File: src/logic/noc_pkg.sv
package noc_pkg;

    // mesh size and derived coordinate width
    localparam int MESH_DIM = 4;
    localparam int COORD_W = $clog2(MESH_DIM);

    // payload byte carried by every flit
    localparam int PAYLOAD_W = 8;

    // default depth of the input buffer
    localparam int FIFO_DEPTH = 8;

    typedef logic [COORD_W-1:0] coord_t;
    typedef logic [PAYLOAD_W-1:0] payload_t;

    // head_tail is a one-flit packet with no payload bytes
    typedef enum logic [1:0] {
        FLIT_HEAD,
        FLIT_BODY,
        FLIT_TAIL,
        FLIT_HEAD_TAIL
    } flit_type_t;

    // head payload is {dest_x, dest_y, 4'b0}
    typedef struct packed {
        flit_type_t ftype;
        payload_t payload;
    } flit_t;

    localparam int FLIT_W = $bits(flit_t);

    // output ports of a mesh router
    typedef enum logic [2:0] {
        DIR_LOCAL,
        DIR_EAST,
        DIR_WEST,
        DIR_NORTH,
        DIR_SOUTH
    } dir_t;

endpackage
File: src/logic/noc_input_port.sv
`timescale 1ns/10ps

module noc_input_port #(
    parameter noc_pkg::coord_t LOCAL_X = '0,
    parameter noc_pkg::coord_t LOCAL_Y = '0
) (
    input  logic clk,
    input  logic rst,
    input  logic pkt_start_i,
    input  logic pkt_last_only_i,
    input  noc_pkg::coord_t dest_x_i,
    input  noc_pkg::coord_t dest_y_i,
    input  logic byte_valid_i,
    input  noc_pkg::payload_t byte_i,
    input  logic byte_last_i,
    output logic ready_o,
    input  logic stall_i,
    output noc_pkg::flit_t out_flit_o,
    output logic out_valid_o,
    output noc_pkg::dir_t out_dir_o
);

    // packetizer to buffer
    noc_pkg::flit_t wr_flit;
    logic wr_en;
    logic buf_full;

    // buffer to route stage
    noc_pkg::flit_t rd_flit;
    logic rd_en;
    logic buf_empty;

    flit_packetizer flit_packetizer_i (
        .clk             (clk),
        .rst             (rst),
        .pkt_start_i     (pkt_start_i),
        .pkt_last_only_i (pkt_last_only_i),
        .dest_x_i        (dest_x_i),
        .dest_y_i        (dest_y_i),
        .byte_valid_i    (byte_valid_i),
        .byte_i          (byte_i),
        .byte_last_i     (byte_last_i),
        .buf_full_i      (buf_full),
        .ready_o         (ready_o),
        .wr_flit_o       (wr_flit),
        .wr_en_o         (wr_en)
    );

    circular_buffer #(
        .BUFFER_SIZE (noc_pkg::FIFO_DEPTH)
    ) circular_buffer_i (
        .clk        (clk),
        .rst        (rst),
        .data_i     (wr_flit),
        .write_i    (wr_en),
        .read_i     (rd_en),
        .data_o     (rd_flit),
        .is_full_o  (buf_full),
        .is_empty_o (buf_empty)
    );

    xy_route_stage #(
        .LOCAL_X (LOCAL_X),
        .LOCAL_Y (LOCAL_Y)
    ) xy_route_stage_i (
        .clk         (clk),
        .rst         (rst),
        .rd_flit_i   (rd_flit),
        .buf_empty_i (buf_empty),
        .stall_i     (stall_i),
        .rd_en_o     (rd_en),
        .out_flit_o  (out_flit_o),
        .out_valid_o (out_valid_o),
        .out_dir_o   (out_dir_o)
    );

endmodule

File: src/logic/xy_route_stage.sv
`timescale 1ns/10ps

module xy_route_stage #(
    parameter noc_pkg::coord_t LOCAL_X = '0,
    parameter noc_pkg::coord_t LOCAL_Y = '0
) (
    input  logic clk,
    input  logic rst,
    input  noc_pkg::flit_t rd_flit_i,
    input  logic buf_empty_i,
    input  logic stall_i,
    output logic rd_en_o,
    output noc_pkg::flit_t out_flit_o,
    output logic out_valid_o,
    output noc_pkg::dir_t out_dir_o
);

    // coordinate fields of a head payload
    localparam int X_MSB = noc_pkg::PAYLOAD_W - 1;
    localparam int Y_MSB = noc_pkg::PAYLOAD_W - noc_pkg::COORD_W - 1;

    noc_pkg::coord_t dest_x;
    noc_pkg::coord_t dest_y;
    logic is_head;

    noc_pkg::dir_t head_dir;
    noc_pkg::dir_t route_dir;
    noc_pkg::dir_t flit_dir;

    // never read an empty buffer
    assign rd_en_o = ~buf_empty_i & ~stall_i;

    assign dest_x = rd_flit_i.payload[X_MSB -: noc_pkg::COORD_W];
    assign dest_y = rd_flit_i.payload[Y_MSB -: noc_pkg::COORD_W];

    assign is_head = (rd_flit_i.ftype == noc_pkg::FLIT_HEAD)
                  || (rd_flit_i.ftype == noc_pkg::FLIT_HEAD_TAIL);

    // dimension order, x first then y
    always_comb
    begin
        if (dest_x > LOCAL_X)
            head_dir = noc_pkg::DIR_EAST;
        else if (dest_x < LOCAL_X)
            head_dir = noc_pkg::DIR_WEST;
        else if (dest_y > LOCAL_Y)
            head_dir = noc_pkg::DIR_NORTH;
        else if (dest_y < LOCAL_Y)
            head_dir = noc_pkg::DIR_SOUTH;
        else
            head_dir = noc_pkg::DIR_LOCAL;
    end

    // body and tail follow the head's port
    assign flit_dir = is_head ? head_dir : route_dir;

    always_ff @(posedge clk or posedge rst)
    begin
        if (rst)
        begin
            out_valid_o <= 1'b0;
            out_dir_o <= noc_pkg::DIR_LOCAL;
            route_dir <= noc_pkg::DIR_LOCAL;
        end
        else
        begin
            out_valid_o <= rd_en_o;
            if (rd_en_o)
            begin
                out_dir_o <= flit_dir;
                if (is_head)
                    route_dir <= head_dir;
            end
        end
    end

    always_ff @(posedge clk)
    begin
        if (rd_en_o)
            out_flit_o <= rd_flit_i;
    end

endmodule

File: src/logic/circular_buffer.sv
`timescale 1ns/10ps

module circular_buffer #(
    parameter int BUFFER_SIZE = noc_pkg::FIFO_DEPTH
) (
    input  logic clk,
    input  logic rst,
    input  noc_pkg::flit_t data_i,
    input  logic write_i,
    input  logic read_i,
    output noc_pkg::flit_t data_o,
    output logic is_full_o,
    output logic is_empty_o
);

    // enough bits to index every slot, at least one
    localparam int PTR_W = (BUFFER_SIZE > 1) ? $clog2(BUFFER_SIZE) : 1;

    typedef logic [PTR_W-1:0] ptr_t;

    localparam ptr_t LAST_SLOT = ptr_t'(BUFFER_SIZE - 1);

    logic [noc_pkg::FLIT_W-1:0] memory [BUFFER_SIZE];

    ptr_t read_ptr;
    ptr_t write_ptr;
    ptr_t read_ptr_inc;
    ptr_t write_ptr_inc;

    ptr_t read_ptr_next;
    ptr_t write_ptr_next;
    logic is_full_next;
    logic is_empty_next;

    logic do_read;
    logic do_write;
    logic do_both;

    // wrap explicitly so odd depths work
    function automatic ptr_t ptr_inc(input ptr_t p);
        if (p == LAST_SLOT)
            return '0;
        else
            return p + 1'b1;
    endfunction

    assign read_ptr_inc = ptr_inc(read_ptr);
    assign write_ptr_inc = ptr_inc(write_ptr);

    // flit at the read pointer is always visible
    assign data_o = noc_pkg::flit_t'(memory[read_ptr]);

    assign do_read = read_i & ~write_i & ~is_empty_o;
    assign do_write = ~read_i & write_i & ~is_full_o;
    assign do_both = read_i & write_i & ~is_empty_o;

    always_comb
    begin
        unique if (do_read)
        begin
            read_ptr_next = read_ptr_inc;
            write_ptr_next = write_ptr;
            is_full_next = 1'b0;
            // last flit leaves
            is_empty_next = (read_ptr_inc == write_ptr);
        end
        else if (do_write)
        begin
            read_ptr_next = read_ptr;
            write_ptr_next = write_ptr_inc;
            // writer caught up with reader
            is_full_next = (write_ptr_inc == read_ptr);
            is_empty_next = 1'b0;
        end
        else if (do_both)
        begin
            // occupancy unchanged, flags hold
            read_ptr_next = read_ptr_inc;
            write_ptr_next = write_ptr_inc;
            is_full_next = is_full_o;
            is_empty_next = is_empty_o;
        end
        else
        begin
            read_ptr_next = read_ptr;
            write_ptr_next = write_ptr;
            is_full_next = is_full_o;
            is_empty_next = is_empty_o;
        end
    end

    always_ff @(posedge clk or posedge rst)
    begin
        if (rst)
        begin
            read_ptr <= '0;
            write_ptr <= '0;
            is_full_o <= 1'b0;
            is_empty_o <= 1'b1;
        end
        else
        begin
            read_ptr <= read_ptr_next;
            write_ptr <= write_ptr_next;
            is_full_o <= is_full_next;
            is_empty_o <= is_empty_next;
        end
    end

    // a write on an empty buffer with a read also lands in memory,
    // but the write pointer stays put there
    always_ff @(posedge clk)
    begin
        if (write_i & (read_i | ~is_full_o))
            memory[write_ptr] <= data_i;
    end

endmodule

File: src/logic/flit_packetizer.sv
`timescale 1ns/10ps

module flit_packetizer (
    input  logic clk,
    input  logic rst,
    input  logic pkt_start_i,
    input  logic pkt_last_only_i,
    input  noc_pkg::coord_t dest_x_i,
    input  noc_pkg::coord_t dest_y_i,
    input  logic byte_valid_i,
    input  noc_pkg::payload_t byte_i,
    input  logic byte_last_i,
    input  logic buf_full_i,
    output logic ready_o,
    output noc_pkg::flit_t wr_flit_o,
    output logic wr_en_o
);

    // zero bits below the coordinates in a head payload
    localparam int PAD_W = noc_pkg::PAYLOAD_W - 2 * noc_pkg::COORD_W;

    typedef enum logic [1:0] {
        S_IDLE,
        S_SEND_HEAD,
        S_STREAM,
        S_HOLD
    } state_t;

    state_t state;
    state_t state_next;

    // one flit waiting to go into the buffer
    noc_pkg::flit_t pend_flit;
    logic pend_valid;
    logic pend_is_end;

    logic req_take;
    logic byte_take;
    noc_pkg::flit_t head_flit;
    noc_pkg::flit_t byte_flit;

    assign pend_is_end = (pend_flit.ftype == noc_pkg::FLIT_TAIL)
                      || (pend_flit.ftype == noc_pkg::FLIT_HEAD_TAIL);

    // pending slot is free unless its flit is blocked by a full buffer
    assign ready_o = ~(pend_valid & buf_full_i);
    assign wr_en_o = pend_valid & ~buf_full_i;
    assign wr_flit_o = pend_flit;

    // requests are taken in idle, or in hold once a packet's last flit can leave
    assign req_take = ((state == S_IDLE) | ((state == S_HOLD) & pend_is_end))
                    & pkt_start_i & ready_o;

    // bytes belong to an open packet, not after its tail
    assign byte_take = byte_valid_i & ready_o & (state != S_IDLE)
                     & ~(pend_valid & pend_is_end);

    always_comb
    begin
        head_flit.ftype = pkt_last_only_i ? noc_pkg::FLIT_HEAD_TAIL : noc_pkg::FLIT_HEAD;
        head_flit.payload = {dest_x_i, dest_y_i, {PAD_W{1'b0}}};
        byte_flit.ftype = byte_last_i ? noc_pkg::FLIT_TAIL : noc_pkg::FLIT_BODY;
        byte_flit.payload = byte_i;
    end

    always_comb
    begin
        state_next = state;
        case (state)
            S_IDLE:
            begin
                // a tail may still be stuck behind a full buffer
                if (pend_valid & buf_full_i)
                    state_next = S_HOLD;
                else if (req_take)
                    state_next = S_SEND_HEAD;
            end
            S_SEND_HEAD:
            begin
                if (byte_take)
                    state_next = byte_last_i ? S_IDLE : S_STREAM;
                else if (buf_full_i)
                    state_next = S_HOLD;
                else
                    state_next = pend_is_end ? S_IDLE : S_STREAM;
            end
            S_STREAM:
            begin
                if (byte_take & byte_last_i)
                    state_next = S_IDLE;
                else if (pend_valid & buf_full_i)
                    state_next = S_HOLD;
            end
            S_HOLD:
            begin
                if (req_take)
                    state_next = S_SEND_HEAD;
                else if (byte_take)
                    state_next = byte_last_i ? S_IDLE : S_STREAM;
                else if (~buf_full_i)
                    state_next = pend_is_end ? S_IDLE : S_STREAM;
            end
            default:
                state_next = S_IDLE;
        endcase
    end

    always_ff @(posedge clk or posedge rst)
    begin
        if (rst)
        begin
            state <= S_IDLE;
            pend_valid <= 1'b0;
        end
        else
        begin
            state <= state_next;
            if (req_take | byte_take)
                pend_valid <= 1'b1;
            else if (wr_en_o)
                pend_valid <= 1'b0;
        end
    end

    // new flit replaces the one written at this edge
    always_ff @(posedge clk)
    begin
        if (req_take)
            pend_flit <= head_flit;
        else if (byte_take)
            pend_flit <= byte_flit;
    end

endmodule

File: config.mk
export PLATFORM = sky130hd
export DESIGN_NAME = noc_input_port
export DESIGN_NICKNAME = d
export VERILOG_FILES = /design/src/logic/noc_pkg.sv /design/src/logic/noc_input_port.sv /design/src/logic/xy_route_stage.sv /design/src/logic/circular_buffer.sv /design/src/logic/flit_packetizer.sv
export SDC_FILE = /design/constraint.sdc
export NUM_CORES = 1
export LEC_CHECK = 0
export BUFFER_PORTS_ARGS = -buffer_cell sky130_fd_sc_hd__buf_2
export CAP_MARGIN = 10
export CORE_AREA = 4 4 113 115
export CTS_CLUSTER_SIZE = 25
export DETAILED_ROUTE_END_ITERATION = 16
export DIE_AREA = 0 0 117 119
export PLACE_DENSITY = 0.64
export SYNTH_ARGS = -nofsm -noshare
export SYNTH_HDL_FRONTEND = slang
export SYNTH_SLANG_ARGS = --single-unit
File: constraint.sdc
create_clock -name clk -period 5.4 [get_ports clk]
set_clock_uncertainty 0.05 [all_clocks]
set_input_delay 0.54 -clock clk [delete_from_list [all_inputs] [get_ports clk]]
set_output_delay 0.54 -clock clk [all_outputs]
set_load 0.05 [all_outputs]
* Word-level counts from Yosys, hierarchy flattened
Memories as Yosys holds them, arrays and structs flattened. Cells that the tools add are included.
Cells by class: add/subtract/negate cells 2, $mul 0, div/mod/pow operators 0, $lt $le $gt $ge 4, eq/ne operators 14, shift-type cells 0, mux-type cells 36, bitwise gates (word level) 29, reduce and logical (&&, ||, !) cells 14
Operator list (count):
- two-way mux 3 bit | 12
- two-way mux 2 bit | 13
- two-way mux 10 bit | 2
- bitwise AND 1 bit | 18
- nonzero test 2 bit | 6
- == test 2 bit (second input constant) | 5
- two-way mux 1 bit | 8
- NOT 1 bit | 8
- one-hot mux 2 bit (4 select lines) | 1
- adder 3 x 1 -> 3 bit (second input constant) | 2
- == test 3 bit | 2
- == test 3 bit (second input constant) | 2
- AND reduction 2 bit | 3
- greater-than comparator 2 x 1 -> 1 bit (second input constant) | 2
- logical NOT 2 bit | 2
- less-than comparator 2 x 1 -> 1 bit (second input constant) | 2
- != test 4 bit (second input constant) | 1
- != test 3 x 1 -> 1 bit (second input constant) | 1
- != test 3 x 2 -> 1 bit (second input constant) | 1
- bitwise OR 1 bit | 3
- AND reduction 3 bit | 1
- == test 2 x 1 -> 1 bit (second input constant) | 1
- logical OR 1 bit | 2
- != test 2 x 1 -> 1 bit (second input constant) | 1
Storage, ports and cells: flip-flop bits (word level) 35, latch bits 0, bits in writable memories 80, memory bits (read-only) 0, input bits 19, output and inout port bits 15, logic and storage cells 113, memories 1
Memories:
- circular_buffer_i.memory | depth 8, bits a word 10, rd ports 1, clocked after memory_dff 0, wr ports 1, RTL line circular_buffer.sv:23 | logic [noc_pkg::FLIT_W-1:0] memory [BUFFER_SIZE];

* Depth between registers and ports, before layout
depth after elaboration 9, gate-level depth with buffers 7, depth with buffers taken out 6

* By module
A second synthesis with hierarchy kept.
Unflattened totals: cell total of the unflattened synthesis 266, area total of the unflattened synthesis 4852.2 um^2
By module, submodules not included:
- circular_buffer | instances 1, cells an instance 166, area an instance 3583.4 um^2, seq. area each 2603.7 um^2
- flit_packetizer | instances 1, cells an instance 75, area an instance 818.3 um^2, seq. area each 335.3 um^2
- xy_route_stage | instances 1, cells an instance 25, area an instance 450.4 um^2, seq. area each 375.4 um^2

* Least setup slack after synthesis
OpenSTA, ideal clock, no wires.
path kind register to register, start register circular_buffer_i.is_full_o, end memory circular_buffer_i.memory[0][0] (netlist name) (enable), setup time 0.390 ns, arrival time 1.630 ns, data required time 4.960 ns, setup slack 3.330 ns, stages on the path, launching flop included 5, path buffers 1, period minus slack after synthesis 2.070 ns, path through dfrtp_1 -> nor2b_1 -> clkbuf_1 -> nand2b_1 -> nor3_1
On the way: longest elaborated chain between the ends 5, elaborated cells between the ends (all ways) 6, classes of those cells mux (2); bitwise (4)
Ends and longest elaborated chain:
- start, declared | RTL line circular_buffer.sv:12 | output logic is_full_o,
- start signal, assigned | RTL line circular_buffer.sv:105 | is_full_o <= is_full_next;
- NOT 1 bit * | RTL line circular_buffer.sv:114, flit_packetizer.sv:47
- bitwise AND 1 bit or bitwise OR 1 bit (tied branches) | RTL line flit_packetizer.sv:47, circular_buffer.sv:114
- bitwise AND 1 bit * | RTL line circular_buffer.sv:114 | if (write_i & (read_i | ~is_full_o))
- two-way mux 1 bit * | RTL line circular_buffer.sv:114
- two-way mux 1 bit (implied by the code) * | RTL line circular_buffer.sv:115 | memory[write_ptr] <= data_i;
- end, declared | RTL line circular_buffer.sv:23
Mark *: on every way between the ends. The rest lies on a longest branch, timed or not.

* Final worst setup path
start register circular_buffer_i.read_ptr[0], end register xy_route_stage_i.out_dir_o[0]
On the way: longest elaborated chain between the ends 6, elaborated cells between the ends (all ways) 12, classes of those cells order compare (3); eq/ne (1); mux (4); reduce/logical (3); memory (1)
Ends and longest elaborated chain:
- start, declared | RTL line circular_buffer.sv:25 | ptr_t read_ptr;
- start signal, assigned | RTL line circular_buffer.sv:103 | read_ptr <= read_ptr_next;
- memory (8 x 10 bit) *
- greater-than comparator 2 x 1 -> 1 bit | RTL line xy_route_stage.sv:46 | else if (dest_y > LOCAL_Y)
- two-way mux 3 bit | RTL line xy_route_stage.sv:46
- two-way mux 3 bit | RTL line xy_route_stage.sv:44 | else if (dest_x < LOCAL_X)
- two-way mux 3 bit | RTL line xy_route_stage.sv:42 | if (dest_x > LOCAL_X)
- two-way mux 3 bit | RTL line xy_route_stage.sv:55 | assign flit_dir = is_head ? head_dir : route_dir;
- end signal, assigned | RTL line xy_route_stage.sv:62 | out_dir_o <= noc_pkg::DIR_LOCAL;
- end signal, assigned | RTL line xy_route_stage.sv:70 | out_dir_o <= flit_dir;
- end, declared | RTL line xy_route_stage.sv:15 | output noc_pkg::dir_t out_dir_o
Mark *: on every way between the ends. The rest lies on a longest branch, timed or not. The select of a mux whose other input is x is not followed. A chain may end at the register's enable or synchronous reset.

==> impl_metrics.yaml <==
power:
  power_switching_w: 0.00120
  power_density_mw_per_mm2: 643
  leakage_nw: 2.05
  finalPower_w: 0.00356
  clockPowerShare_pct: 28.7
  ir_worst_vdd_mv: 0.250
  combPwrFrac_pct: 28.3
  p_int_w: 0.00237
  seqPwrFrac_pct: 43.0
  swShare_pct: 33.6
job:
  cap_violations: 0
yosys:
  yosys.area_share.simple_pct: 8.34
  synthMuxAreaShare_pct: 12.0
  yosys.area_share.adder_pct: 1.08
  seq_area_frac_synth_pct: 71.2
  synth_edf_count: 96
  synthXorXnorAreaFrac_pct: 1.51
  ys_ff_latch: 114
  syn_area_per_cell_um2: 16.2
  synth-compound-area-share_pct: 3.79
  synth_top_family_by_area: "multiplexers"
  syn-num-nets: 311
  ys_types: 43
  netlist_area_mm2: 0.00465
  ys_dominant_reg_cell: "edfxtp_1"
  syn_inst: 288
  async_flop_share_pct: 12.3
  yosysWarnings: 0
detailed_routing:
  vias: 2525
  drc_errors: 0
  finalWirelength_mm: 8.55
  routedWlPerCell_um: 17.3
  viasPerCell: 5.10
  drt_iter0_drc: 138
  postRouteAntennaNets: 0
  firstDrtPassIters: 4
global_routing:
  grt_usage_pct: 13.3
  antenna_found_initial: 0
  grt_use_met2_pct: 20.9
  grt_busiest_layer: "met2"
  grt_pass1_wl_mm: 13.7
  grt_max_degree: 24
  gr-usage-met3_pct: 4.57
  grt_use_met1_pct: 17.4
  overflow: 0
  grt_pass1_vias: 2575
timing:
  maxClockFrequency_mhz: 384
  finalCritPeriodShare_pct: 48.3
  setup_viol: 0
  tns_ns: 0
  tightest_slew_ns: 1.04
  slew_viol_final: 0
  rsz0062_at_grt: "no"
  post-route-min-period_ns: 2.61
  hold_slack_ns: 0.152
  relSlewSlack_pct: 30.9
  finalHoldViolCount: 0
floorplanning:
  core_mm2: 0.0118
  die_w_um: 117
  fp.dieH_um: 119
  die-area_mm2: 0.0139
  start_util_pct: 39.4
  fp-row-count: 40
  top_level_ports: 34
cts:
  htree_levels: 4
  clkTransAtPathRegs_ns: 0.06
  cts_made_buffers: 17
  clkLatencyLatePin_ns: 0.40
  cts_tree: "done"
  cts_setup_buffers: 0
  hold_buffers: 0
  ctsResizeCount: 0
  cts.sinks: 114
  cts-root-buf: "clkbuf_16"
  cts_buffer_depth: 2
critical_path:
  cp.arrival_ns: 2.84
  startpoint_type: "flip-flop"
  slowest_stage: "dfrtp_1"
  max_stage_delay_ns: 0.67
  critPathKind: "reg2reg"
  worstPathCellList: "buf_4 > mux4_1 > or3_1 > o2bb2ai_1 > mux2_2"
  cp-end-kind: "flip-flop"
  worstPathRequired_ns: 5.63
  cp_max_fo: 14
status:
  status: "finished clean"
final_layout:
  antennaDiodeCount: 0
  final_util_pct: 46.9
  stdcell_area_mm2: 0.00554
  num-nets-final: 358
  final_cell_mix: "edfxtp_1, nand2_1, buf_2"
  syn2layout_area_growth_pct: 19.1
  layout_commonest_cell: "edfxtp_1"
  drive_above_1_share_pct: 25.9
place:
  gp_congestion: 0.762
  portBuffers: 32
  placed_cell_area_mm2: 0.00498
  hpwl_mm: 5.78
worst_hold_path:
  hp-class: "in2async"
## worst max-delay path: cells and delay by family, from the launching register on
kind,cells,cell delay [ns]
buffers and inverters,1,0.37
AOI/OAI and AO/OA,1,0.13
and+or+nand+nor,1,0.39
DFF,1,0.67
muxes,2,0.89
## sequential cells by signal, indices dropped and copies added (netlist names), 2 cells and up
signal	count
circular_buffer_i.read_ptr	3
xy_route_stage_i.out_dir_o	2
circular_buffer_i.write_ptr	3
xy_route_stage_i.out_flit_o	10
flit_packetizer_i.state	2
flit_packetizer_i.wr_flit_o	10
circular_buffer_i.memory	80
## area by class of cell
cell class	count	area (um^2)
inverters	3	11.3
multi-input cells	158	1250
repair buffers	41	228
clock inverters	14	116
clock buffers	18	439
flip-flops and latches	114	3310
well taps	147	184
fillers	1001	6270
## routing by layer
metal | vias to the layer above | routed length, um
li1 | 1198 | -
met1 | 1253 | 3900
met2 | 64 | 4120
met3 | 10 | 405
met4 | 0 | 119
met5 | - | 0
## worst paths after layout
check / start / slack, ns / to / depth (start not counted)
worst min register to register: xy_route_stage_i.out_dir_o[0]$_DFFE_PP0P_ / 0.46 / xy_route_stage_i.out_dir_o[0]$_DFFE_PP0P_ / 1
max in group asynchronous: rst / 4.75 / circular_buffer_i.read_ptr[0]$_DFFE_PP0P_ / 2
worst min-delay path: rst / 0.15 / circular_buffer_i.write_ptr[2]$_DFFE_PP0P_ / 2
min in group clk: byte_i[2] / 0.33 / flit_packetizer_i.wr_flit_o[2]$_SDFFE_PP0P_ / 3
worst max-delay path: circular_buffer_i.read_ptr[0]$_DFFE_PP0P_ / 2.79 / xy_route_stage_i.out_dir_o[0]$_DFFE_PP0P_ / 5
worst max register to register: circular_buffer_i.read_ptr[0]$_DFFE_PP0P_ / 2.79 / xy_route_stage_i.out_dir_o[0]$_DFFE_PP0P_ / 5
## kinds of logic after synthesis
kind of cell,Yosys count
compound gates,28
flops,114
mux,26
buf+inv,16
fa+ha+maj,4
simple gates,91
xor+xnor,8
other cells,1
## synthesized netlist by cell type (all sizes together) (2+ instances only)
cell	number	area share, %
mux2	6	1.5
xnor2	6	1.1
nand2	56	4.5
buf	7	1.2
clkbuf	6	0.48
nand2b	5	0.67
inv	3	0.24
ha	4	1.1
or3	2	0.27
dfxtp	4	1.7
edfxtp	96	62
o21ai	10	1.1
xor2	2	0.38
and3	2	0.27
a21oi	7	0.75
mux4	20	11
dfrtp	13	7.0
nor2	13	1.0
nor3	7	0.75
## power groups by stage
stage	sequential [W]	clock (W)	combinational, W
4_1_cts	0.00154	0.00103	0.00103
3_5_place_dp	0.00155	0	0.00102
3_3_place_gp	0.00154	0	0.00101
6_report	0.00153	0.00102	0.00101
2_1_floorplan	0.00160	0	0.000699
5_1_grt	0.00157	0.00108	0.00111
## through the flow
step | instances | worst slack (ns)
floorplan | 288 | 3.33
global placement | 463 | 2.75
detailed placement | 463 | 2.75
CTS | 495 | 2.75
global route | 495 | 2.62
finish | 495 | 2.79
Power figures use the tool's default switching activity.
